### src/mips_pkg.sv
package mips_pkg;

	// Data path and register index widths
	localparam int word_width = 32;
	localparam int reg_addr_width = 5;

	// Memory sizes in words
	localparam int imem_depth = 64;
	localparam int dmem_depth = 64;
	localparam int imem_addr_width = $clog2(imem_depth);
	localparam int dmem_addr_width = $clog2(dmem_depth);

	//////////////////////////////////////////////////
	// Primary opcodes, bits 31 to 26
	localparam logic [5:0] op_rtype = 6'h00;
	localparam logic [5:0] op_j = 6'h02;
	localparam logic [5:0] op_beq = 6'h04;
	localparam logic [5:0] op_addiu = 6'h09;
	localparam logic [5:0] op_lw = 6'h23;
	localparam logic [5:0] op_sw = 6'h2b;

	// R-type function field
	localparam logic [5:0] funct_sll = 6'h00;
	localparam logic [5:0] funct_addu = 6'h21;
	localparam logic [5:0] funct_subu = 6'h23;
	localparam logic [5:0] funct_and = 6'h24;
	localparam logic [5:0] funct_or = 6'h25;
	localparam logic [5:0] funct_slt = 6'h2a;

	//////////////////////////////////////////////////
	typedef enum logic [2:0] {
		alu_add,
		alu_sub,
		alu_and,
		alu_or,
		alu_slt,
		alu_sll
	} alu_op_t;

	// sll $0, $0, 0
	localparam logic [word_width-1:0] nop_instruction = '0;

endpackage

### src/memory.sv
`timescale 1ns/1ps

module memory import mips_pkg::*; (
	input logic clk,
	input logic reset,
	input logic [word_width-1:0] mem_result,
	input logic [word_width-1:0] mem_store_data,
	input logic [reg_addr_width-1:0] mem_dest,
	input logic [word_width-1:0] mem_branch_target,
	input logic mem_zero,
	input logic mem_mem_read,
	input logic mem_mem_write,
	input logic mem_reg_write,
	input logic mem_branch,
	output logic branch_taken,
	output logic [word_width-1:0] branch_target,
	output logic [word_width-1:0] read_data,
	output logic [word_width-1:0] wb_result,
	output logic [reg_addr_width-1:0] wb_reg,
	output logic wb_mem_to_reg,
	output logic wb_valid
);

	logic [word_width-1:0] dmem [dmem_depth];
	logic [dmem_addr_width-1:0] dmem_index;

	// Word addressed, low two bits ignored
	assign dmem_index = mem_result[dmem_addr_width+1:2];

	// beq resolves here
	assign branch_taken = mem_branch && mem_zero;
	assign branch_target = mem_branch_target;

	//////////////////////////////////////////////////
	always_ff @(posedge clk) begin
		if (mem_mem_write)
			dmem[dmem_index] <= mem_store_data;
	end

	always_ff @(posedge clk) begin
		read_data <= dmem[dmem_index];
		wb_result <= mem_result;
		wb_reg <= mem_dest;
	end

	// Writes to r0 never retire
	always_ff @(posedge clk) begin
		if (reset) begin
			wb_mem_to_reg <= 1'b0;
			wb_valid <= 1'b0;
		end else begin
			wb_mem_to_reg <= mem_mem_read;
			wb_valid <= mem_reg_write && mem_dest != '0;
		end
	end

	assert property (@(posedge clk) disable iff (reset)
		!(mem_mem_read && mem_mem_write));

endmodule

### config.mk
export PLATFORM = sky130hd
export DESIGN_NAME = memory
export DESIGN_NICKNAME = d
export VERILOG_FILES = /design/src/mips_pkg.sv /design/src/memory.sv
export SDC_FILE = /design/constraint.sdc
export NUM_CORES = 2
export LEC_CHECK = 0
export BUFFER_PORTS_ARGS = -buffer_cell sky130_fd_sc_hd__buf_2
export CAP_MARGIN = 20
export CORE_ASPECT_RATIO = 1.25
export CORE_UTILIZATION = 45
export CTS_BUF_LIST = sky130_fd_sc_hd__clkbuf_16
export CTS_CLUSTER_DIAMETER = 200
export DETAILED_ROUTE_END_ITERATION = 7
export MAX_ROUTING_LAYER = met4
export SYNTH_ARGS = -nofsm -noshare
export SYNTH_HDL_FRONTEND = slang
export SYNTH_SLANG_ARGS = --single-unit
### constraint.sdc
create_clock -name clk -period 4.96 [get_ports clk]
set_input_delay 0.744 -clock clk [delete_from_list [all_inputs] [get_ports clk]]
set_output_delay 0.744 -clock clk [all_outputs]
set_load 0.02 [all_outputs]
# Yosys cells after proc, flatten, opt, wreduce, memory -nomap -nowiden
# Memories as Yosys holds them, arrays and structs flattened. A register that Yosys moved wholly into a read port is not among the register bits.
# Cells that the tools add are included.
[op_classes]
muxes = 2
reduce_logical = 3
[ops]
columns = ["cell", "count"]
rows = [
  ["$reduce_bool A5 Y1", 1],
  ["$logic_and A1 B1 Y1", 2],
  ["$mux W1", 2],
]
[word_totals]
regBits = 39
ramBits = 2048
in_bits = 108
memories = 1
[memory_table]
columns = ["memory", "words", "width", "rd", "rd_clocked_by_memory_dff", "write_ports", "line", "rtl"]
rows = [
  ["dmem", 64, 32, 1, 1, 1, "memory.sv:24", "logic [word_width-1:0] dmem [dmem_depth];"],
]

# Logic depth before layout (Yosys ltp)
[depth]
ltp_word = 2
depth_mapped = 9

# Worst setup path before layout
# No wires, ideal clock.
[synth_timing]
path_type = "input to register"
startpoint = "input mem_result[2]"
endpoint = "memory dmem[13][0] (enable)"
setup_time_ns = 0.421
t_arrival_ns = 3.243
required_ns = 4.539
slack_ns = 1.296
path_stages = 7
path_buffers = 4
path_cell_list = "buf_6 -> nor2b_1 -> buf_2 -> buf_2 -> buf_1 -> nand3_1 -> nor2_1"
[synth_lines]
columns = ["element", "line", "rtl"]
rows = [
  ["start, declared", "memory.sv:6", "input logic [word_width-1:0] mem_result,"],
  ["end, declared", "memory.sv:24", ""],
]
# Straight into the memory's write port.

==> results.ini <==
[synth]
synth_top_area_cell=edfxtp_1
synth_seq_cells=2119
syn_nets=4580
synthTopCellsByArea=edfxtp_1 77%, a221oi_1 3.4%, a22oi_1 2.9%, mux2_2 1.8%, dfxtp_1 1.8%
yosysSeqAreaShare_pct=78.36
synth-edff-count=2048
avgSynthCellArea_um2=17.96
syn_area_um2=80300
syn_inst=4472
synth_top_area_share_pct=76.59
async_flop_share_pct=0
synth_cell_type_count=63
synth_ff_type=edfxtp_1
ys_warn_count=0

[sta]
worst_pin_slew_ns=1.209
fin_crit_ns=3.300
maxSlewHeadroom_pct=17.29
max_freq_mhz=303.0
setup_viol=0
min_period_over_period_pct=66.53
finClkSkew_ns=0.03590
rsz0062_at_grt=false
drv_slew=0
finalHoldViolCount=0
fin_tns_setup_ns=0

[detailed_routing]
post_drt_via_cell_ratio=6.367
drc=4
wl_per_cell_um=32.67
wl_um=236600
drt_iter0_markers=5877
ant_nets=0
vias=46120
firstDrtPassIters=8

[cts]
cts_max_level=4
insertion_delay_ns=0.88
post_cts.repair.setup_buffers=0
clkSlewWorstSetupHoldPaths_ns=0.06
cts-root-buf=clkbuf_16
cts_made_buffers=200
hold_buffers=32
cts.sinks=2119
cts.path.max_buffers=3
cts_tree=yes
cts-resized-gates=0

[place]
gp_congestion=0.8699
io_buffers=147
hpwl_um=137800
place_area_um2=84720

[floorplan]
rows=173
core_area_um2=177500
initial_core_util_pct=45.24
fp.dieH_um=474.3
die-area_um2=180100
num_io_pins=212
die_w_um=379.8

[layout]
layout-drive-gt1-share_pct=18.81
nFillCells=14250
final_area_um2=91360
final_nets=4809
largest_reg_flops=2048
area_growth_pct=13.77
reg_top3=dmem (2048), read_data (32), wb_result (32)
regMostFlops=dmem

[power]
p_per_area_nw_per_um2=401.9
leakage_nw=28.79
ir_drop_mv=0.3150

[global_route]
antenna_found_initial=21
gr-total-overflow=0
grt_max_degree=95
grt_use_total_pct=26.71
grt_pass1_vias=45000
grt_pass1_wl_um=335200

[critical_path]
worstPathArrival_ns=4.00
critPathMaxFanout=28
crit_type=in2reg
cp-end-kind=register
cp.required_ns=5.66
start_kind=input port

[job]
drv_cap=0

[hold_path]
hp-class=in2reg

[outcome]
violations=design-rule violations
status=complete, but fails checks

-- placed cells by master, fill, tap and decap left out, types with 15 or more instances in the layout --
master and instances:
a22o_1 29, and3_1 21, dlygate4sd3_1 32, o22ai_1 114
nand4_1 31, edfxtp_1 2048, nor3_1 32, clkinv_2 20
o31ai_1 15, nor2_1 34, o21ai_0 73, a22oi_1 314
mux2_2 130, dfxtp_1 71, or3b_2 18, nand3b_1 66
inv_1 65, a21oi_1 96, nand2_1 82, nand3_1 35
buf_2 144, buf_12 35, clkinv_1 52, nor3b_1 20
a211oi_1 19, and2_1 18, o211ai_1 19, mux4_2 43
a32oi_1 18, a2111oi_0 37, a221oi_1 311, o22a_1 44
mux2i_1 137, a31oi_1 31, clkbuf_16 200, nor2_4 67
buf_4 191
-- cells in the mapped netlist (all sizes together) (66+ instances only) --
cell type,number
o21ai,74
dfxtp,71
nand2,83
a22oi,314
nand3b,66
o22ai,114
a221oi,311
mux2i,137
nor2,103
mux2,130
clkbuf,158
edfxtp,2048
buf,223
a21oi,96
-- logic make-up (layout without fill, tap and decap cells) --
logic type             Yosys count  in the layout  synth area share, %
DFF                           2119           2119                78.36
AOI/OAI and AO/OA             1172           1172                11.03
and+or+nand+nor                486            486                3.389
buffers and inverters          385            783                2.482
muxes                          310            310                4.737
other                            0             11                    0
-- through the flow --
| step | cells | total power [W] | utilization, % | hold slack [ns] | worst slack, ns |
|---|---|---|---|---|---|
| after global placement | 6820 | 0.02230 | 47.71 | 0.6150 | 0.6202 |
| after CTS | 7228 | 0.03686 | 51.41 | 0.04994 | 1.878 |
| after floorplan | 4472 | 0.02127 | - | 0.5782 | 1.296 |
| after detailed placement | 6825 | 0.02233 | 47.73 | 0.6386 | 0.9681 |
| final | 7243 | 0.03672 | 51.47 | 0.1112 | 1.660 |
| after global routing | 7242 | 0.03765 | 51.47 | 0.1066 | 1.752 |
-- critical path, cell delays in order --
cell and delay, ns:
buf_2 0.55, nand2b_1 0.30, or2_2 0.51, buf_4 0.46, o21ai_0 0.18, a2111oi_0 0.98
nand4_1 0.16
-- per-layer routing --
layer,global-route usage [%],up-vias,share of wire (%)
met5,-,-,0
met4,8.654,0,3.3
met3,4.893,458,8.6
met2,42.41,2349,49
met1,34.89,24140,39
li1,-,19170,-
-- where the power goes --
part	switching [W]	total [W]	internal, W
registers	0.000107	0.0199	0.0198
logic	0.00150	0.00210	0.000601
clock network	0.00672	0.0147	0.00801
total	0.00832	0.0367	0.0284
-- path summary, 6_finish.rpt --
kind                 startpoint            end  slack (ns)  depth (start not counted)
setup / recovery  mem_result[5]  read_data[10]        1.66                          7
hold / removal     mem_mem_read  wb_mem_to_reg        0.11                          2
setup reg to reg   dmem[31][27]  read_data[27]        2.32                          5
hold reg to reg     dmem[52][8]   read_data[8]        0.65                          4
-- cell type report --
type,count,area (µm²),area share [%]
sequential,2119,62920,68.87
multi-input combinational,1968,15970,17.48
clock buffer,200,5005,5.478
timing repair buffer,408,3249,3.557
tap,2362,2955,3.235
clock inverter,171,1202,1.316
inverter,4,27.53,0.03013
antenna,11,27.53,0.03013
Note: power is estimated with default switching activity, not from simulation.
