File: config.mk
export PLATFORM = sky130hd
export DESIGN_NAME = instruction_fetch
export DESIGN_NICKNAME = d
export VERILOG_FILES = /design/src/mips_pkg.sv /design/src/instruction_fetch.sv
export SDC_FILE = /design/constraint.sdc
export NUM_CORES = 2
export LEC_CHECK = 0
export ABC_AREA = 1
export BUFFER_PORTS_ARGS = -buffer_cell sky130_fd_sc_hd__buf_4
export CORE_MARGIN = 2
export CORE_UTILIZATION = 56
export DETAILED_ROUTE_END_ITERATION = 6
export PLACE_DENSITY = 0.74
export SYNTH_ARGS = -nofsm -noshare
export SYNTH_HDL_FRONTEND = slang
export SYNTH_SLANG_ARGS = --single-unit
File: constraint.sdc
create_clock -name clk -period 4.4 [get_ports clk]
set_input_delay 0.44 -clock clk [delete_from_list [all_inputs] [get_ports clk]]
set_output_delay 0.44 -clock clk [all_outputs]
set_load 0.005 [all_outputs]
File: src/mips_pkg.sv
package mips_pkg;

	// Data path and register index widths
	localparam int word_width = 32;
	localparam int reg_addr_width = 5;

	// Memory sizes in words
	localparam int imem_depth = 64;
	localparam int dmem_depth = 64;
	localparam int imem_addr_width = $clog2(imem_depth);
	localparam int dmem_addr_width = $clog2(dmem_depth);

	//////////////////////////////////////////////////
	// Primary opcodes, bits 31 to 26
	localparam logic [5:0] op_rtype = 6'h00;
	localparam logic [5:0] op_j = 6'h02;
	localparam logic [5:0] op_beq = 6'h04;
	localparam logic [5:0] op_addiu = 6'h09;
	localparam logic [5:0] op_lw = 6'h23;
	localparam logic [5:0] op_sw = 6'h2b;

	// R-type function field
	localparam logic [5:0] funct_sll = 6'h00;
	localparam logic [5:0] funct_addu = 6'h21;
	localparam logic [5:0] funct_subu = 6'h23;
	localparam logic [5:0] funct_and = 6'h24;
	localparam logic [5:0] funct_or = 6'h25;
	localparam logic [5:0] funct_slt = 6'h2a;

	//////////////////////////////////////////////////
	typedef enum logic [2:0] {
		alu_add,
		alu_sub,
		alu_and,
		alu_or,
		alu_slt,
		alu_sll
	} alu_op_t;

	// sll $0, $0, 0
	localparam logic [word_width-1:0] nop_instruction = '0;

endpackage

File: src/instruction_fetch.sv
`timescale 1ns/1ps

module instruction_fetch import mips_pkg::*; (
	input logic clk,
	input logic reset,
	input logic imem_we,
	input logic [imem_addr_width-1:0] imem_addr,
	input logic [word_width-1:0] imem_data,
	input logic jump_taken,
	input logic [word_width-1:0] jump_target,
	input logic branch_taken,
	input logic [word_width-1:0] branch_target,
	output logic [word_width-1:0] pc_next,
	output logic [word_width-1:0] instruction
);

	logic [word_width-1:0] imem [imem_depth];
	logic [word_width-1:0] pc;
	logic [word_width-1:0] pc_plus4;
	logic [word_width-1:0] pc_target;
	logic redirect;

	assign pc_plus4 = pc + word_width'(4);
	assign redirect = branch_taken || jump_taken;

	// Branch is older than the jump, so it wins
	always_comb begin
		if (branch_taken)
			pc_target = branch_target;
		else if (jump_taken)
			pc_target = jump_target;
		else
			pc_target = pc_plus4;
	end

	// Program load, one word per cycle
	always_ff @(posedge clk) begin
		if (imem_we)
			imem[imem_addr] <= imem_data;
	end

	always_ff @(posedge clk) begin
		if (reset)
			pc <= '0;
		else
			pc <= pc_target;
	end

	//////////////////////////////////////////////////
	// Fetch register, slot dropped on redirect
	always_ff @(posedge clk) begin
		if (reset || redirect)
			instruction <= nop_instruction;
		else
			instruction <= imem[pc[imem_addr_width+1:2]];
	end

	always_ff @(posedge clk) begin
		pc_next <= pc_plus4;
	end

endmodule

# Yosys cells after proc, flatten, opt, wreduce, memory -nomap -nowiden
# Memory sizes are Yosys's and may differ from the RTL's. A register that Yosys moved wholly into a read port is not among the register bits.
# Cells that the tools add are included.
# op_classes
n_reduce_logical	2
n_addsub	1
n_mux	4
# op_table
op	count
32-bit 2-to-1 mux	2
32-bit by 3-bit adder with 32-bit output (second input constant)	1
1-bit logical OR	2
1-bit 2-to-1 mux	2
# word_totals
out_inout_bits	64
elab_cells	10
mem_count	1
regBits	64
ramBits	2048
input_bits	107
# memory_table
name	depth	word_bits	read_ports	rd_clocked_by_memory_dff	write_ports	line_no	source
imem	64	32	1	1	1	instruction_fetch.sv:17	logic [word_width-1:0] imem [imem_depth];

# Depth between registers and ports, before layout
# logic_depth
ltp_word	3
ltp_mapped	17
ltp_nobuf	13

# Worst setup path after synthesis
# OpenSTA, ideal clock, no wires.
# synth_timing
kind	in2reg
start	input port imem_we
end	memory imem[48][0] (enable)
required_time_ps	3898
n_path_buf	1
setup_ps	502
arrival_time_ps	4068
path_slack_ps	-170
path_stages	3
path_cell_list	clkbuf_1 -> nand4_1 -> nor4_1
# synth_between
elab_chain_cells	2
# synth_lines
element	line_no	source
start, declared	instruction_fetch.sv:6	input logic imem_we,
1-bit 2-to-1 mux	instruction_fetch.sv:38	if (imem_we)
1-bit 2-to-1 mux (implied by the code)	instruction_fetch.sv:39	imem[imem_addr] <= imem_data;
end, declared	instruction_fetch.sv:17	
# Every way passes these cells.

# Worst setup path after layout
# layout_timing
start	register pc[2]
end	register pc[23]
# layout_between
elab_chain_cells	3
# layout_lines
element	line_no	source
start, declared	instruction_fetch.sv:18	logic [word_width-1:0] pc;
start signal, assigned	instruction_fetch.sv:46	pc <= pc_target;
32-bit by 3-bit adder with 32-bit output	instruction_fetch.sv:23	assign pc_plus4 = pc + word_width'(4);
net pc_plus4[23]	instruction_fetch.sv:19	logic [word_width-1:0] pc_plus4;
32-bit 2-to-1 mux	instruction_fetch.sv:30	else if (jump_taken)
32-bit 2-to-1 mux	instruction_fetch.sv:28	if (branch_taken)
# The timed path passes the listed nets, and every way through them passes these cells.
# A chain may end at the register's enable or synchronous reset.

==> results_dict.tcl <==
set metrics [dict create \
    outcome "complete, but fails checks" \
    violations "design-rule violations" \
    layout_min_cycle_time_ps 3400 \
    clock_latency_ps 840 \
    place.gp.congestion 0.912 \
    clock.fmax_mhz 294 \
    setup-tns-final_ps 0 \
    synth_most_common_cell "nand2_1" \
    end_kind "flop" \
    rr_endpoint "pc[23]" \
    synth_edf_count 2048 \
    synthTopCellsByCount "nand2_1 (3,210), edfxtp_1 (2,048), nand3_1 (1,029)" \
    r2r_setup_slack_ps 1000 \
    clk_pin_slew_ps 60 \
    post_drt_wl_per_cell_um 23.7 \
    core_mm2 0.156 \
    critical_path_arrival_ps 4170 \
    htree_levels 4 \
    setup_viol 0 \
    wl_um 246000 \
    worstSetupEndpoint "pc[23]" \
    gr-total-overflow 0 \
    grt_usage_pct 30.2 \
    numCtsBuffers 209 \
    layout_setup_ws_ps 997 \
    cp-start-kind "flop" \
    route.detailed.drc 2 \
    root_buffer "clkbuf_16" \
    synth.area.top_cells "edfxtp_1 (70%), nand2_1 (14%), nand3_1 (5.9%), dfxtp_1 (2.2%), inv_1 (1.7%)" \
    num-fill-cells 11500 \
    cts_tree "yes" \
    slew_viol_final 0 \
    ys_types 35 \
    rows 145 \
    grt_max_degree 188 \
    final_nets 8256 \
    synth_top_area_cell "edfxtp_1" \
    fp.dieW_um 400 \
    clock_path_buffers 3 \
    netlist_area_mm2 0.0879 \
    r2r-start "pc[2]" \
    synth_warnings 0 \
    cap_violations 0 \
    place.port_buffers 170 \
    synthFlopType "edfxtp_1" \
    regArea_mm2 0.0634 \
    cp_num_cells 9 \
    rsz0062_at_grt "no" \
    cts-resized-gates 0 \
    area_growth_pct 12.7 \
    dieArea_mm2 0.160 \
    crit_chain "inv_16, buf_4, nor2_4, nand2_2, nor3_2, xor2_1, nand2_1, a21oi_1, dlygate4sd3_1" \
    path_max_fanout 177 \
    crit_family "buffers and inverters" \
    dp_slack_ps 1230 \
    whs_ps 60.3 \
    ys_async_sr_fraction_pct 0 \
    drt_iter0_drc 8724 \
    yosysSeqAreaShare_pct 72.1 \
    hold_violations 0 \
    cp_slowest_stage_delay_ps 780 \
    crit_start "pc[2]" \
    layout-drive-gt1-share_pct 8.85 \
    cp_data_required_time_ps 5160 \
    dr.pass1.iters 7 \
    synth_top_area_share_pct 69.9 \
    synth_cells 7999 \
    skew_ps 50.1 \
    die_y_um 400 \
    slew-limit-headroom_pct 18.1 \
    avgSynthCellArea_um2 11.0 \
    hpwl_um 131000 \
    critPathKind "flop to flop" \
    min_period_over_period_pct 77.3 \
    vias_per_cell 5.83 \
    finalPower_mw 44.1 \
    initial_core_util_pct 56.4 \
    vias 60600 \
    pin_count 171 \
    ant_nets 0 \
    antenna_found_initial 16 \
    power_leakage_nw 38.1 \
    ys_seq_elements 2144 \
    clock_sinks 2144 \
    slowest_stage "dfxtp_4" \
    grt_pass1_vias 57900 \
    grt_pass1_wl_um 362000 \
    multi_input_area_mm2 0.0213 \
    p_per_area_mw_per_mm2 445 \
    min_path_type "input port to flop" \
    critPathBufInv 3 \
    syn_nets 8107 \
    vdd_drop_max_uv 452 \
    tightest_slew_ps 1230 \
    rr_worst_depth 9 \
]
-- worst min path at each step --
stage                           start          to  slack (ps)  depth (start not counted)
finish              branch_target[24]      pc[24]          60                          3
floorplan                       pc[0]  pc_next[0]         330                          0
detailed placement              pc[0]  pc_next[0]         340                          0
global placement                pc[1]  pc_next[1]         330                          0
global route           jump_target[8]       pc[8]          40                          5
CTS                    jump_target[8]       pc[8]          20                          5
-- cell families after synthesis --
family,count (synthesis),synth area share (%)
compound gates,299,1.74
xor+xnor,21,0.218
fa+ha+maj,1,0.0142
buf+inv,852,4.26
flops,2144,72.1
simple gates,4682,21.7
-- placed cells by master, fill, tap and decap left out, drive strengths merged, types with 56 or more instances in the layout --
cell type,synthesis,layout
clkbuf,172,277
inv,399,404
o21ai,151,151
a21oi,133,133
dfxtp,96,96
nand3,1029,1029
nor2,374,374
edfxtp,2048,2048
buf,273,327
nand2,3213,3213
dlygate4sd3,0,56
clkinv,8,97
-- report_power, final --
| group | internal, mW | switching [mW] |
|---|---|---|
| registers | 22.5 | 0.0955 |
| clock network | 10.2 | 7.70 |
| logic | 0.924 | 2.63 |
| total | 33.7 | 10.4 |
-- through the flow --
stage                     std cells  instance area [µm²]  util, %
after floorplan                7999                87900        -
after global placement         9939                91600     58.7
after detailed placement       9939                91600     58.7
after CTS                     10400                99100     63.5
after global routing          10400                99100     63.5
final                         10400                99100     63.5
-- state kept, by name, summed over array words and instances (netlist names) --
register     cells
pc_next         32
pc              32
imem          2048
instruction     32
-- what timing repair did --
action | 4_1_cts | 5_1_grt
hold buffers | 56 | 0
endpoints found under the hold margin | 31 | 0
setup buffers | 0 | 0
-- cell type report --
cell class	count	share of cell area [%]
multi-input combinational	5003	21.5
inverter	407	1.58
clock inverter	118	1.21
clock buffer	277	5.78
antenna	4	0.0101
sequential	2144	64.0
timing repair buffer	383	3.33
tap	2058	2.60
-- layer usage --
metal,share of wire (%),wire length [µm],vias up,global-route usage [%]
met4,4.1,10100,16,11.9
met3,12,29800,577,6.64
met2,46,114000,3815,48.2
met1,37,91800,29000,40.8
met5,0.043,105,-,0
li1,-,-,27200,-
-- worst register-to-register path: cells and delay by family (launching register included) --
kind	cells	cell delay, ps
AND/OR/NAND/NOR	4	760
buffers and inverters	3	1430
flip-flops	1	780
AO/OA/AOI/OAI	1	140
XOR/XNOR	1	230
Note: power is estimated with default switching activity, not from simulation.
