### src/mips_pkg.sv
package mips_pkg;

	// Data path and register index widths
	localparam int word_width = 32;
	localparam int reg_addr_width = 5;

	// Memory sizes in words
	localparam int imem_depth = 64;
	localparam int dmem_depth = 64;
	localparam int imem_addr_width = $clog2(imem_depth);
	localparam int dmem_addr_width = $clog2(dmem_depth);

	//////////////////////////////////////////////////
	// Primary opcodes, bits 31 to 26
	localparam logic [5:0] op_rtype = 6'h00;
	localparam logic [5:0] op_j = 6'h02;
	localparam logic [5:0] op_beq = 6'h04;
	localparam logic [5:0] op_addiu = 6'h09;
	localparam logic [5:0] op_lw = 6'h23;
	localparam logic [5:0] op_sw = 6'h2b;

	// R-type function field
	localparam logic [5:0] funct_sll = 6'h00;
	localparam logic [5:0] funct_addu = 6'h21;
	localparam logic [5:0] funct_subu = 6'h23;
	localparam logic [5:0] funct_and = 6'h24;
	localparam logic [5:0] funct_or = 6'h25;
	localparam logic [5:0] funct_slt = 6'h2a;

	//////////////////////////////////////////////////
	typedef enum logic [2:0] {
		alu_add,
		alu_sub,
		alu_and,
		alu_or,
		alu_slt,
		alu_sll
	} alu_op_t;

	// sll $0, $0, 0
	localparam logic [word_width-1:0] nop_instruction = '0;

endpackage

### src/decode.sv
`timescale 1ns/1ps

module decode import mips_pkg::*; (
	input logic clk,
	input logic reset,
	input logic [word_width-1:0] pc_next,
	input logic [word_width-1:0] instruction,
	input logic squash,
	input logic wb_valid,
	input logic [reg_addr_width-1:0] wb_reg,
	input logic [word_width-1:0] wb_data,
	output logic jump_taken,
	output logic [word_width-1:0] jump_target,
	output logic [word_width-1:0] ex_pc_next,
	output logic [word_width-1:0] ex_reg1,
	output logic [word_width-1:0] ex_reg2,
	output logic [word_width-1:0] ex_imm,
	output logic [reg_addr_width-1:0] ex_rs,
	output logic [reg_addr_width-1:0] ex_rt,
	output logic [reg_addr_width-1:0] ex_rd,
	output logic [reg_addr_width-1:0] ex_shamt,
	output alu_op_t ex_alu_op,
	output logic ex_alu_src_imm,
	output logic ex_reg_dst_rd,
	output logic ex_mem_read,
	output logic ex_mem_write,
	output logic ex_reg_write,
	output logic ex_branch
);

	logic [word_width-1:0] regs [2**reg_addr_width];
	logic [5:0] opcode;
	logic [5:0] funct;
	logic [reg_addr_width-1:0] rs;
	logic [reg_addr_width-1:0] rt;
	logic [word_width-1:0] reg1;
	logic [word_width-1:0] reg2;
	logic [word_width-1:0] imm_ext;
	alu_op_t alu_op;
	logic alu_src_imm;
	logic reg_dst_rd;
	logic mem_read;
	logic mem_write;
	logic reg_write;
	logic branch;

	assign opcode = instruction[31:26];
	assign funct = instruction[5:0];
	assign rs = instruction[25:21];
	assign rt = instruction[20:16];
	assign imm_ext = {{(word_width-16){instruction[15]}}, instruction[15:0]};

	//////////////////////////////////////////////////
	// Register file, writes land at the end of writeback
	always_ff @(posedge clk) begin
		if (wb_valid)
			regs[wb_reg] <= wb_data;
	end

	// Same-cycle write is bypassed to the read
	assign reg1 = (rs == '0) ? '0 : (wb_valid && wb_reg == rs) ? wb_data : regs[rs];
	assign reg2 = (rt == '0) ? '0 : (wb_valid && wb_reg == rt) ? wb_data : regs[rt];

	// Jump resolved here
	assign jump_taken = (opcode == op_j);
	assign jump_target = {pc_next[word_width-1:word_width-4], instruction[25:0], 2'b00};

	//////////////////////////////////////////////////
	always_comb begin
		alu_op = alu_add;
		alu_src_imm = 1'b0;
		reg_dst_rd = 1'b0;
		mem_read = 1'b0;
		mem_write = 1'b0;
		reg_write = 1'b0;
		branch = 1'b0;
		case (opcode)
			op_rtype: begin
				reg_dst_rd = 1'b1;
				reg_write = 1'b1;
				case (funct)
					funct_addu: alu_op = alu_add;
					funct_subu: alu_op = alu_sub;
					funct_and: alu_op = alu_and;
					funct_or: alu_op = alu_or;
					funct_slt: alu_op = alu_slt;
					funct_sll: alu_op = alu_sll;
					default: reg_write = 1'b0;
				endcase
			end
			op_addiu: begin
				alu_src_imm = 1'b1;
				reg_write = 1'b1;
			end
			op_lw: begin
				alu_src_imm = 1'b1;
				mem_read = 1'b1;
				reg_write = 1'b1;
			end
			op_sw: begin
				alu_src_imm = 1'b1;
				mem_write = 1'b1;
			end
			// Compare by subtraction
			op_beq: begin
				alu_op = alu_sub;
				branch = 1'b1;
			end
			default: ;
		endcase
	end

	// Decode to execute register
	always_ff @(posedge clk) begin
		if (reset || squash) begin
			ex_alu_op <= alu_add;
			ex_alu_src_imm <= 1'b0;
			ex_reg_dst_rd <= 1'b0;
			ex_mem_read <= 1'b0;
			ex_mem_write <= 1'b0;
			ex_reg_write <= 1'b0;
			ex_branch <= 1'b0;
		end else begin
			ex_alu_op <= alu_op;
			ex_alu_src_imm <= alu_src_imm;
			ex_reg_dst_rd <= reg_dst_rd;
			ex_mem_read <= mem_read;
			ex_mem_write <= mem_write;
			ex_reg_write <= reg_write;
			ex_branch <= branch;
		end
	end

	always_ff @(posedge clk) begin
		ex_pc_next <= pc_next;
		ex_reg1 <= reg1;
		ex_reg2 <= reg2;
		ex_imm <= imm_ext;
		ex_rs <= rs;
		ex_rt <= rt;
		ex_rd <= instruction[15:11];
		ex_shamt <= instruction[10:6];
	end

	// Retirement never targets r0, even while a jump redirects
	assert property (@(posedge clk) disable iff (reset)
		!(jump_taken && wb_valid && wb_reg == '0));

endmodule

### config.mk
export PLATFORM = sky130hd
export DESIGN_NAME = decode
export DESIGN_NICKNAME = d
export VERILOG_FILES = /design/src/mips_pkg.sv /design/src/decode.sv
export SDC_FILE = /design/constraint.sdc
export NUM_CORES = 1
export LEC_CHECK = 0
export BUFFER_PORTS_ARGS = -buffer_cell sky130_fd_sc_hd__buf_2
export CORE_UTILIZATION = 28
export DETAILED_ROUTE_END_ITERATION = 7
export GPL_ROUTABILITY_DRIVEN = 0
export PLACE_DENSITY = 0.48
export SLEW_MARGIN = 20
export SYNTH_ARGS = -nofsm -noshare
export SYNTH_HDL_FRONTEND = slang
export SYNTH_SLANG_ARGS = --single-unit
### constraint.sdc
create_clock -name clk -period 4.5 [get_ports clk]
set_clock_uncertainty 0.15 [all_clocks]
set_input_delay 0.9 -clock clk [delete_from_list [all_inputs] [get_ports clk]]
set_output_delay 0.9 -clock clk [all_outputs]
set_load 0.05 [all_outputs]
Word-level counts from Yosys, hierarchy flattened. Memory sizes are Yosys's and may differ from the RTL's. A register that Yosys moved wholly into a read port is not among the register bits. Index checks and enable logic that the tools add are counted.

Memories: 1. RAM bits: 1024. Register bits after elaboration: 77.

Reductions and logical operators: 8. Equal/unequal tests: 10. Mux-type cells: 11.

Memory list: regs (words 32, width 32, read ports 2, clocked after memory_dff 2, wr ports 1, line decode.sv:31) `logic [word_width-1:0] regs [2**reg_addr_width];`.

Operators by type and width (count): $eq A6 B6 Y1 const B (7); $pmux W3 S5 (1); $logic_not A6 Y1 (2); $logic_not A5 Y1 (2); $mux W1 (8); $eq A6 B2 Y1 const B (1); $eq A6 B3 Y1 const B (1); $eq A6 B4 Y1 const B (1); $pmux W3 S2 (1); $reduce_or A6 Y1 (1); $reduce_or A3 Y1 (1); $pmux W1 S2 (1); $reduce_or A2 Y1 (1); $logic_or A1 B1 Y1 (1).

Longest topological paths before layout.
Word-level depth: 4. Gate-level depth with buffers: 10. Depth with buffers taken out: 5.

Worst setup path after synthesis. Ideal clock, no wire load.

Path type: input -> output. Start: input port instruction[29]. End: output port jump_taken. Path buffers: 0. Arrival: 2.617 ns. Cell stages on the path: 2. Setup slack: 0.833 ns. Cells stage by stage: or4b_2 nor3_1.

Longest elaborated chain between the ends: 1.

RTL lines: start, declared (line decode.sv:7) `input logic [word_width-1:0] instruction,`; $eq A6 B2 Y1 (line decode.sv:65) `assign jump_taken = (opcode == op_j);`; end, declared (line decode.sv:12) `output logic jump_taken,`.

Every way passes these cells.

Worst setup path after layout. Ends and elaborated chain as after synthesis.

==> summary.txt <==
Logic synthesis
  • Post-Synth Adder-Cell Area: 0%
  • Number of enable flip-flop cells after synthesis: 1,024
  • Mux share of post-synthesis cell area: 20.4%
  • Synthesized cell area: 51,700 sq um
  • Avg Synthesized Cell Area: 16.0 sq um
  • Post-synthesis sequential area ratio: 64.5%
  • Top_reg_cell synth: edfxtp_1
  • Distinct cells, synth: 66
  • Count leader, synth: edfxtp_1
  • Top post-synthesis cells by count: 1,024 x edfxtp_1, 560 x mux2i_1, 215 x mux4_2, 181 x o22ai_1, 137 x nor2_1
  • Yosys warning count: 0
  • #FFs+latches synth: 1,155
  • Xor and xnor fraction of the mapped netlist area: 0.186%
  • Area leader, netlist: edfxtp_1
  • Dominant cells by area after synthesis: edfxtp_1 59%, mux2i_1 11%, mux4_2 9.4%
  • Fraction of registers with async set/reset: 0%
  • Synth Area in Compound Gates: 7.14%
  • Post-Synthesis Cells: 3,244
  • Largest family of logic cells by synthesized area: multiplexers
  • Top cell type's share of synthesized area: 59.4%
  • Synth Area in Simple Gates: 4.22%

Floorplanning
  • Die Span Y: 432 um
  • Initial Utilization: 28.2%
  • Die W: 432 um
  • Die area: 187,000 sq um
  • Core ar.: 183,000 sq um
  • Rows: 157
  • IO Count: 295

Clocking
  • CTS tree: yes
  • Root buffer cell: clkbuf_16
  • Clk sink count: 1,155
  • Hold Buf Count CTS: 16
  • CTS buffer count: 139
  • Post-CTS sizing: 0
  • CTS Buffer Depth: 3
  • Later-pin clock latency in the skew report: 0.79 ns
  • Setup repair bufs after CTS: 0
  • Clk slew on worst S/H paths: 0.06 ns
  • Htree depth: 4

Placement
  • Hpwl dp: 124,000 um
  • DP Cell Count: 5,866
  • DP Worst Slack: 0.619 ns
  • PortBufs: 292

GRT
  • GRT Total Usage: 21.7%
  • GRT Max-Usage Layer: met2
  • Total congestion overflow: 0
  • Initial antenna violation count: 20
  • Met1 usage: 29.3%
  • Largest net degree at the start of global routing: 73
  • Vias in the first global route: 33,714
  • GR Layer Usage met3: 3.91%
  • First-pass GRT wire length: 280,000 um
  • Met2 Track Usage GR: 34.8%

Worst setup path
  • Critical path arrival: 2.14 ns
  • Reg-to-reg slack, setup: 2.18 ns
  • Worst r2r dst: ex_reg2[11]$_SDFF_PN0_
  • CP Launch Type: input pin
  • CP endpoint kind: primary output
  • R2R cell count: 5
  • CP max FO: 7
  • Crit Path Category: in2out
  • Worst setup endpoint: jump_taken
  • FF-to-FF Start: regs[1][11]$_DFFE_PP_
  • Required time of the critical path: 3.45 ns
  • Worst setup startpoint: instruction[29]

STA
  • Tcrit/Tclk final: 70.8%
  • Final Max Slew Viols: 0
  • TNS Setup: 0 ns
  • Setup WS post-layout: 1.31 ns
  • Hold_ws: 0.0590 ns
  • Minimum clock period: 3.19 ns
  • Headroom to the max-slew limit: 25.8%
  • Fmax: 314 MHz
  • Least-Margin Pin Slew: 1.10 ns
  • RSZ-0062 raised after global routing: false
  • Endpoints failing setup: 0
  • Endpoints failing hold: 0

Route
  • Via density: 5.54
  • DR vias: 34,054
  • DRT iter0 DRCs: 4,084
  • Final ANT Viol Nets: 0
  • Residual DRC: 0
  • Detailed Routing Iterations Pass 1: 5
  • Wirelength, routed: 206,000 um
  • DR WL/cell: 33.5 um

Power
  • Logic pwr share: 10.1%
  • Psw: 6.89 mW
  • Pleak: 21.3 nW
  • Max VDD drop: 0.264 mV
  • Reg power frac: 45.6%
  • Switching share of total power: 26.1%
  • Internal power: 19.5 mW
  • PD cells: 428 nW/um^2
  • Clk pwr share: 44.3%

Final layout
  • Ratio of cells with drive above 1 in the final layout: 26.4%
  • Area Overhead vs Synth: 19.0%
  • Final-layout fill cell count: 17,635
  • # nets final: 3,664
  • Final Util: 33.6%
  • Final non-filler cell total: 6,146

Job
  • Max-Cap Viols: 0

Status
  • Outcome: completed

Worst hold path
  • Hold Crit Class: in2reg
worst min-delay path by stage:
stage                          startpoint  slack, ns                      to  cells after the start
floorplan           regs[18][7]$_DFFE_PP_       0.44   ex_reg2[7]$_SDFF_PN0_                      3
global placement    regs[18][7]$_DFFE_PP_       0.49   ex_reg2[7]$_SDFF_PN0_                      3
detailed placement  regs[18][7]$_DFFE_PP_       0.49   ex_reg2[7]$_SDFF_PN0_                      3
CTS                           pc_next[30]      0.001  ex_pc_next[30]$_DFF_P_                      1
global route                   pc_next[7]       0.02   ex_pc_next[7]$_DFF_P_                      1
finish                        pc_next[10]       0.06  ex_pc_next[10]$_DFF_P_                      1
state kept, by name, summed over array words and instances (netlist names), 5 cells and up:
signal / cells
ex_rs: 5
ex_rt: 5
ex_pc_next: 32
regs: 1024
ex_imm: 8
ex_reg1: 32
ex_reg2: 32
per-layer routing:
metal / share of wire (%) / wire length, um / vias to the layer above
met5: 0.019 / 39 / -
met4: 3.7 / 7680 / 6
met3: 8.0 / 16500 / 376
met2: 46 / 95400 / 1898
met1: 42 / 86300 / 17965
li1: - / - / 13809
placed cells by master (no fill, tap or decap), drive strengths merged, types with 96 or more instances in the layout:
master / instances
o22ai: 181
clkbuf: 175
nor2: 138
dfxtp: 131
edfxtp: 1024
nand2: 104
buf: 462
o21ai: 96
mux2i: 560
mux4: 215
power by group through the flow:
stage	registers (mW)	clock network, mW	logic, mW
6_report	12.0	11.7	2.67
4_1_cts	12.0	11.9	2.67
3_3_place_gp	12.3	0	2.65
3_5_place_dp	12.3	0	2.65
5_1_grt	12.1	12.3	2.78
2_1_floorplan	12.6	0	1.26
metrics by stage:
stage / cell area [sq um] / total power [mW]
floorplan: 51700 / 13.8
global placement: 56700 / 14.9
detailed placement: 56700 / 14.9
CTS: 61600 / 26.6
global route: 61600 / 27.1
finish: 61600 / 26.4
critical path: stages:
cell    delay [ns]
buf_2         0.14
or4b_2        0.66
nor3_1        0.14
buf_2         0.29
cells by family (layout without fill, tap and decap cells):
| family | count (synthesis) | after routing |
|---|---|---|
| compound gates | 546 | 546 |
| xor+xnor | 11 | 11 |
| buf+inv | 307 | 738 |
| flops | 1155 | 1155 |
| mux | 785 | 785 |
| other cells | 1 | 8 |
| simple gates | 439 | 439 |
layout make-up:
| class | instances | area [sq um] | share of cell area [%] |
|---|---|---|---|
| flip-flops and latches | 1155 | 33400 | 54.2 |
| multi-input cells | 1783 | 16900 | 27.4 |
| clock buffers | 175 | 3740 | 6.08 |
| repair buffers | 478 | 3520 | 5.72 |
| well taps | 2464 | 3080 | 5.01 |
| clock inverters | 83 | 981 | 1.59 |
| diodes | 6 | 15.0 | 0.0244 |
| inverters | 2 | 7.51 | 0.0122 |
(Power assumes the default switching activity.)
