`src/mips_pkg.sv`:
```
package mips_pkg;

	// Data path and register index widths
	localparam int word_width = 32;
	localparam int reg_addr_width = 5;

	// Memory sizes in words
	localparam int imem_depth = 64;
	localparam int dmem_depth = 64;
	localparam int imem_addr_width = $clog2(imem_depth);
	localparam int dmem_addr_width = $clog2(dmem_depth);

	//////////////////////////////////////////////////
	// Primary opcodes, bits 31 to 26
	localparam logic [5:0] op_rtype = 6'h00;
	localparam logic [5:0] op_j = 6'h02;
	localparam logic [5:0] op_beq = 6'h04;
	localparam logic [5:0] op_addiu = 6'h09;
	localparam logic [5:0] op_lw = 6'h23;
	localparam logic [5:0] op_sw = 6'h2b;

	// R-type function field
	localparam logic [5:0] funct_sll = 6'h00;
	localparam logic [5:0] funct_addu = 6'h21;
	localparam logic [5:0] funct_subu = 6'h23;
	localparam logic [5:0] funct_and = 6'h24;
	localparam logic [5:0] funct_or = 6'h25;
	localparam logic [5:0] funct_slt = 6'h2a;

	//////////////////////////////////////////////////
	typedef enum logic [2:0] {
		alu_add,
		alu_sub,
		alu_and,
		alu_or,
		alu_slt,
		alu_sll
	} alu_op_t;

	// sll $0, $0, 0
	localparam logic [word_width-1:0] nop_instruction = '0;

endpackage

```
`src/execute.sv`:
```
`timescale 1ns/1ps

module execute import mips_pkg::*; (
	input logic clk,
	input logic reset,
	input logic squash,
	input logic [word_width-1:0] ex_pc_next,
	input logic [word_width-1:0] ex_reg1,
	input logic [word_width-1:0] ex_reg2,
	input logic [word_width-1:0] ex_imm,
	input logic [reg_addr_width-1:0] ex_rs,
	input logic [reg_addr_width-1:0] ex_rt,
	input logic [reg_addr_width-1:0] ex_rd,
	input logic [reg_addr_width-1:0] ex_shamt,
	input alu_op_t ex_alu_op,
	input logic ex_alu_src_imm,
	input logic ex_reg_dst_rd,
	input logic ex_mem_read,
	input logic ex_mem_write,
	input logic ex_reg_write,
	input logic ex_branch,
	input logic fwd_reg_write,
	input logic [reg_addr_width-1:0] fwd_dest,
	input logic [word_width-1:0] fwd_result,
	input logic wb_valid,
	input logic [reg_addr_width-1:0] wb_reg,
	input logic [word_width-1:0] wb_data,
	output logic [word_width-1:0] mem_result,
	output logic [word_width-1:0] mem_store_data,
	output logic [reg_addr_width-1:0] mem_dest,
	output logic [word_width-1:0] mem_branch_target,
	output logic mem_zero,
	output logic mem_mem_read,
	output logic mem_mem_write,
	output logic mem_reg_write,
	output logic mem_branch
);

	logic [word_width-1:0] op_a;
	logic [word_width-1:0] op_b_reg;
	logic [word_width-1:0] op_b;
	logic [word_width-1:0] alu_result;
	logic [reg_addr_width-1:0] dest;

	// Memory stage first, then writeback, then the register value
	function automatic logic [word_width-1:0] forward(
		input logic [reg_addr_width-1:0] src,
		input logic [word_width-1:0] file_value
	);
		if (fwd_reg_write && fwd_dest != '0 && fwd_dest == src)
			return fwd_result;
		if (wb_valid && wb_reg == src)
			return wb_data;
		return file_value;
	endfunction

	always_comb begin
		op_a = forward(ex_rs, ex_reg1);
		op_b_reg = forward(ex_rt, ex_reg2);
	end

	assign op_b = ex_alu_src_imm ? ex_imm : op_b_reg;
	assign dest = ex_reg_dst_rd ? ex_rd : ex_rt;

	//////////////////////////////////////////////////
	always_comb begin
		case (ex_alu_op)
			alu_add: alu_result = op_a + op_b;
			alu_sub: alu_result = op_a - op_b;
			alu_and: alu_result = op_a & op_b;
			alu_or: alu_result = op_a | op_b;
			alu_slt: alu_result = {{(word_width-1){1'b0}}, $signed(op_a) < $signed(op_b)};
			alu_sll: alu_result = op_b << ex_shamt;
			default: alu_result = '0;
		endcase
	end

	// Execute to memory register
	always_ff @(posedge clk) begin
		if (reset || squash) begin
			mem_mem_read <= 1'b0;
			mem_mem_write <= 1'b0;
			mem_reg_write <= 1'b0;
			mem_branch <= 1'b0;
		end else begin
			mem_mem_read <= ex_mem_read;
			mem_mem_write <= ex_mem_write;
			mem_reg_write <= ex_reg_write;
			mem_branch <= ex_branch;
		end
	end

	always_ff @(posedge clk) begin
		mem_result <= alu_result;
		mem_store_data <= op_b_reg;
		mem_dest <= dest;
		mem_zero <= (alu_result == '0);
		// Word offset from pc+4
		mem_branch_target <= ex_pc_next + {ex_imm[word_width-3:0], 2'b00};
	end

	assert property (@(posedge clk) disable iff (reset)
		ex_alu_op inside {alu_add, alu_sub, alu_and, alu_or, alu_slt, alu_sll});

endmodule

```
`config.mk`:
```
export PLATFORM = sky130hd
export DESIGN_NAME = execute
export DESIGN_NICKNAME = d
export VERILOG_FILES = /design/src/mips_pkg.sv /design/src/execute.sv
export SDC_FILE = /design/constraint.sdc
export NUM_CORES = 1
export LEC_CHECK = 0
export BUFFER_PORTS_ARGS = -buffer_cell sky130_fd_sc_hd__buf_2
export CORE_MARGIN = 2
export CORE_UTILIZATION = 35
export DETAILED_ROUTE_END_ITERATION = 8
export PLACE_DENSITY = 0.57
export SYNTH_ARGS = -nofsm -noshare
export SYNTH_HDL_FRONTEND = slang
export SYNTH_SLANG_ARGS = --single-unit
```
`constraint.sdc`:
```
create_clock -name clk -period 9.2 [get_ports clk]
set_input_delay 0.46 -clock clk [delete_from_list [all_inputs] [get_ports clk]]
set_output_delay 0.46 -clock clk [all_outputs]
set_load 0.005 [all_outputs]
```
Word-level counts from Yosys, hierarchy flattened. Index checks and enable logic that the tools add are counted.

Bitwise operators: 2. $add $sub $neg: 3. Shifts and indexed selects: 1. Equal/unequal tests: 9. Muxes and demuxes: 17. Order comparisons: 1. Reduce and logical (&&, ||, !) cells: 9.

Operators with widths (number): 2-to-1 mux 32 bit (9); one-hot mux 32 bit (6 select lines) (1); adder 32 bit (2); AND 32 bit (1); zero test 32 bit (1); less-than comparator 32 bit (1); OR 32 bit (1); left shift 32 x 5 -> 32 bit (1); subtractor 32 bit (1); equality test 5 bit (4); equality test 3 x 2 -> 1 bit (second input constant) (2); equality test 3 bit (second input constant) (2); 2-to-1 mux 1 bit (6); logical AND 1 bit (5); 2-to-1 mux 5 bit (1); nonzero test 5 bit (1); equality test 3 x 1 -> 1 bit (second input constant) (1); zero test 3 bit (1); logical OR 1 bit (1).

Output and inout bits: 106. Register bits: 106.

Depth between registers and ports, before layout.
Depth after elaboration: 11. Depth in mapped cells: 24. Depth with buffers taken out: 22.

Worst setup path before layout. Ideal clock, no wire load.

Path type: input to register. Start point: input port fwd_dest[1]. End point: register mem_zero. Setup slack: 3.639 ns. Stages on the path: 23. Arrival time: 5.502 ns. Data required time: 9.141 ns. Buffers on the path: 1. Cells stage by stage: or4_1 -> o211ai_2 -> buf_2 -> nor3_1 -> a311oi_1 -> a21oi_1 -> inv_1 -> ha_1 -> inv_1 -> fa_1 -> o21ba_2 -> or4_1 -> a31oi_1 -> o2111ai_1 -> a22oi_1 -> xnor2_1 -> a21o_1 -> a211o_1 -> or4_1 -> nor4_1 -> and4b_1 -> and4b_1 -> and2_1.

Longest elaborated chain between the ends: 9.

Ends and longest elaborated chain: from (decl) (RTL line execute.sv:23) `input logic [reg_addr_width-1:0] fwd_dest,`; nonzero test 5 bit (RTL line execute.sv:50) `if (fwd_reg_write && fwd_dest != '0 && fwd_dest == src)`; logical AND 1 bit (2 in series) (RTL line execute.sv:50); 2-to-1 mux 1 bit (RTL line execute.sv:50); 2-to-1 mux 32 bit (RTL line execute.sv:52) `if (wb_valid && wb_reg == src)`; 2-to-1 mux 32 bit (RTL line execute.sv:62) `assign op_b = ex_alu_src_imm ? ex_imm : op_b_reg;`; subtractor 32 bit (tied with other cells) (RTL line execute.sv:69) `alu_sub: alu_result = op_a - op_b;`; one-hot mux 32 bit (6 select lines) * (RTL line execute.sv:67) `case (ex_alu_op)`; via alu_result[12] (RTL line execute.sv:42) `logic [word_width-1:0] alu_result;`; zero test 32 bit * (RTL line execute.sv:97) `mem_zero <= (alu_result == '0);`; to (signal assigned) (RTL line execute.sv:97); to (decl) (RTL line execute.sv:32) `output logic mem_zero,`.

Mark *: on every way through the listed nets, which the timed path passes. The rest lies on a longest branch. A chain may end at the register's enable or synchronous reset.

Final worst setup path. Same ends and word-level chain as after synthesis.

==> results.md <==
Status:
- The flow ran to the end, and the final reports show no timing, DRC or antenna violations.

CTS:
- The root cell of the clock tree is sky130_fd_sc_hd__clkbuf_16.
- In this run, CTS created clock tree buffers numbering 9.
- TritonCTS built the clock tree.
- The total clock sinks is 106.
- The number of setup buffers added after CTS is 0.
- The buffer levels on the longest clock path is 2.
- The number of gates resized after CTS is 0.
- The H-tree level count is 3.
- The CTS clock-pin slew for the worst setup and hold paths is 0.09 ns.
- The count of hold buffers inserted by post-cts repair is 0.

Finish:
- The area growth from synthesis to layout is 18.8%.
- The final-stage net count is 2347.
- The commonest non-fill, non-tap cell in the layout is sky130_fd_sc_hd__buf_2.
- The fraction of layout instances using a drive strength above 1 is 22.6%.
- The count of non-filler cells in the finished layout is 2444.
- In the layout the commonest cells are sky130_fd_sc_hd__buf_2 (341), sky130_fd_sc_hd__nand2_1 (153), sky130_fd_sc_hd__o21ai_0 (136).

Logic synthesis:
- The number of nets handed over by synthesis was 2068.
- The number of instances in the synthesized netlist is 1697.
- The cell area that synthesis handed to floorplanning was 12700 um^2.
- Among all flip-flop cells after synthesis, the most frequent one is sky130_fd_sc_hd__dfxtp_1.
- The fraction of the yosys area taken by sequential cells is 16.7%.
- The async set-or-reset flop fraction in the synthesized netlist is 0%.
- Dividing the synthesized area by the synthesized cell count gives 7.50 um^2.
- The number of different library cells used by synthesis comes to 85.
- During synthesis, Yosys emitted a total of 0 warnings.
- Yosys mapped a number of flops with a built-in enable equal to 0.
- The number of synthesized register bits is 106.

Route:
- The pre-antenna-repair detailed-routing pass consisted of 6 iterations.
- For this block, the routed nets add up to 58300 um of wire.
- The violation count after the first detailed-route iteration is 1441.
- The detail-routed net length per standard cell is 23.8 um.
- For this run, design rule violations remaining after detail routing come to 0.
- The via density per instance is 6.04.
- The antenna violation net count after detailed routing is 0.
- The overall via count from detail_route is 14800.

Timing:
- The post-layout minimum cycle time is 6.79 ns.
- The hold violation count in the final report is 0.
- Setup repair after global routing left no endpoint under its margin.
- The least setup slack across all paths after layout is 2.41 ns.
- Setup violations remaining at the end of the flow were counted as 0.
- The final critical-path share of the clock period is 73.8%.
- At the pin with the least slew margin, the transition time is 1.17 ns.
- In this run the tightest slew margin relative to its limit is 21.7%.
- Final hold analysis gives a worst-case slack of 0.170 ns.
- The max-slew violation count was 0.
- Timing would allow up to 147 MHz.
- Adding up every negative setup slack in the final design gives 0 ns.

Setup path:
- The data arrival time of the critical path is 7.13 ns.
- The critical path's slowest cell is sky130_fd_sc_hd__or2_2.
- The critical path crosses 21 cells after its start point.
- The source of the critical timing path is fwd_dest[1].
- The most numerous cell type found on the critical path is sky130_fd_sc_hd__a21oi_1.
- The signal on the critical path passes through buf_2, or4_1, o211ai_2, buf_4, or2_2, a311oi_1, a21oi_1, ha_1, nor2b_1, o31a_1, o41ai_1, a21oi_1, a221oi_1, o21ai_0, a311o_1, o31ai_1, xnor2_1, o211ai_1, nor3_1, and4b_1, and2_1.
- The delay of the slowest cell on the worst path is 0.67 ns.
- The startpoint-to-endpoint class of the critical path is input port to register.
- The most critical setup path has its endpoint at mem_zero.
- The worst setup path is captured at a register.
- On the critical path the largest part of the delay comes from compound AO/OA/AOI/OAI gates.
- Data on the critical path is required at its endpoint by 9.54 ns.
- The sort of element at the start of the critical path is an input port.
- The critical path contains buffers and inverters numbering 2 combined.
- Along the worst path, the maximum fanout reaches 36.

Floorplan:
- The I/O pin count is 342.
- The floorplan die width is 195 um.
- The die outline height is 195 um.
- The region available for standard cell placement spans 35700 um^2.
- The initial utilization of the core area, before any placement, comes to 35.6%.
- The die covers 37900 um^2.
- After floorplanning, the core was divided into 69 placement rows.

Placement:
- Timing analysis after detailed placement gives a worst setup slack of 2.18 ns.
- The total of buffers placed on input and output ports is 341.
- The number of placed instances, taps included is 2426.
- The placer's final routability congestion estimate is 1.02.
- The wire-length estimate of the detail-placed layout is 47000 um.

Pwr:
- Of the total power, combinational logic draws 50.0%.
- The analysis attributes to net switching a power of 833 uW.
- The clock network fraction of total power is 21.8%.
- The internal portion of total power is 1.09 mW.
- The power density normalized to cell area is 127 nW/um^2.
- The analysis attributes to cell leakage a power of 6.80 nW.
- The net switching fraction of the power is 43.4%.
- Per report_power, the sequential group accounts for 28.2% of the total.
- The maximum VDD drop is 0.0978 mV.

Global route:
- The leftover overflow at the end of global routing is 0.
- For this run, the total global-route usage over all layers was measured as 29.7%.
- The first global-routing pass estimated 86800 um of wire.
- Entering global routing, the biggest net connects 65 pins.
- The initial antenna violation count is 4.
- The number of global-route vias before repair is 14400.

Worst hold path:
- The path class of the tightest hold or removal check is input port to register.
- The number of cells on the worst hold path is 1.

Flow run:
- The max-capacitance violation count is 0.
## kinds of logic after synthesis
family	after synthesis	share of synthesized area, %
buffers and inverters	217	6.57
flip-flops	106	16.7
AO/OA/AOI/OAI	560	30.2
adder cells (fa/ha/maj)	135	13.4
AND/OR/NAND/NOR	504	18.6
XOR/XNOR	75	5.16
multiplexers	100	9.34
## routing by layer
layer	GRT usage [%]	wire (um)
met5	0	13
met3	4.86	4320
met2	51.2	27600
met4	15.2	2910
met1	35.7	23400
## per-stage QoR
| stage | power, mW | utilization [%] | area [um^2] |
|---|---|---|---|
| final | 1.92 | 42.3 | 15100 |
| after global routing | 2.02 | 42.3 | 15100 |
| after CTS | 1.92 | 42.3 | 15100 |
| after detailed placement | 1.49 | 41.5 | 14800 |
| after global placement | 1.49 | 41.5 | 14800 |
| after floorplan | 1.13 | - | 12700 |
## sequential cells by signal (all words and copies together) (netlist names)
register	count
mem_store_data	32
mem_zero	1
mem_dest	5
mem_branch	1
mem_reg_write	1
mem_result	32
mem_mem_write	1
mem_branch_target	32
mem_mem_read	1
## how the worst min path moves through the flow
stage / end / slack (ns) / startpoint
2_1_floorplan: mem_branch_target[0] / 0.49 / ex_pc_next[0]
3_3_place_gp: mem_branch_target[1] / 0.56 / ex_pc_next[1]
3_5_place_dp: mem_branch_target[0] / 0.56 / ex_pc_next[0]
4_1_cts: mem_branch_target[0] / 0.16 / ex_pc_next[0]
5_1_grt: mem_branch_target[1] / 0.17 / ex_pc_next[1]
6_report: mem_branch_target[0] / 0.17 / ex_pc_next[0]
## power groups by stage
stage	registers (mW)	logic, mW	clock network, mW
after floorplan	0.561	0.574	0
after global placement	0.554	0.935	0
after detailed placement	0.554	0.937	0
after CTS	0.544	0.943	0.429
after global routing	0.548	1.03	0.443
final	0.543	0.960	0.418
## area by class of cell
type                    count  area, um^2
well taps                 461         577
fillers                  3796       20600
repair buffers            370        1920
inverters                 115         432
clock inverters             6        62.6
diodes                      3        7.51
clock buffers               9         225
flip-flops and latches    106        2120
multi-input cells        1374        9780
## synth_stat cells (all sizes together), types with 7 or more instances
master	n	area [um^2]
o21ai	137	686
a21oi	95	513
a31oi	44	275
nor3	60	300
or3	17	106
xor2	18	158
nand4	7	43.8
and2	18	113
a21o	23	173
mux2	11	124
nand2b	14	87.6
nor2	117	439
ha	132	1650
or2	8	50.1
dfxtp	106	2120
xnor2	57	499
o31ai	16	120
a211oi	19	143
o22ai	19	119
o21a	13	97.6
a22oi	12	90.1
clkbuf	72	270
inv	113	424
o31a	7	61.3
mux2i	75	751
o311ai	8	70.1
nand2	153	574
a221oi	13	114
a211o	9	78.8
o211ai	13	103
nor4	12	75.1
o221ai	24	223
o21bai	13	97.6
buf	30	135
nor2b	14	87.6
nand3	57	285
mux4	14	315
and3	10	62.6
a2111oi	7	61.3
a311oi	19	166
Note: power is estimated with default switching activity, not from simulation.
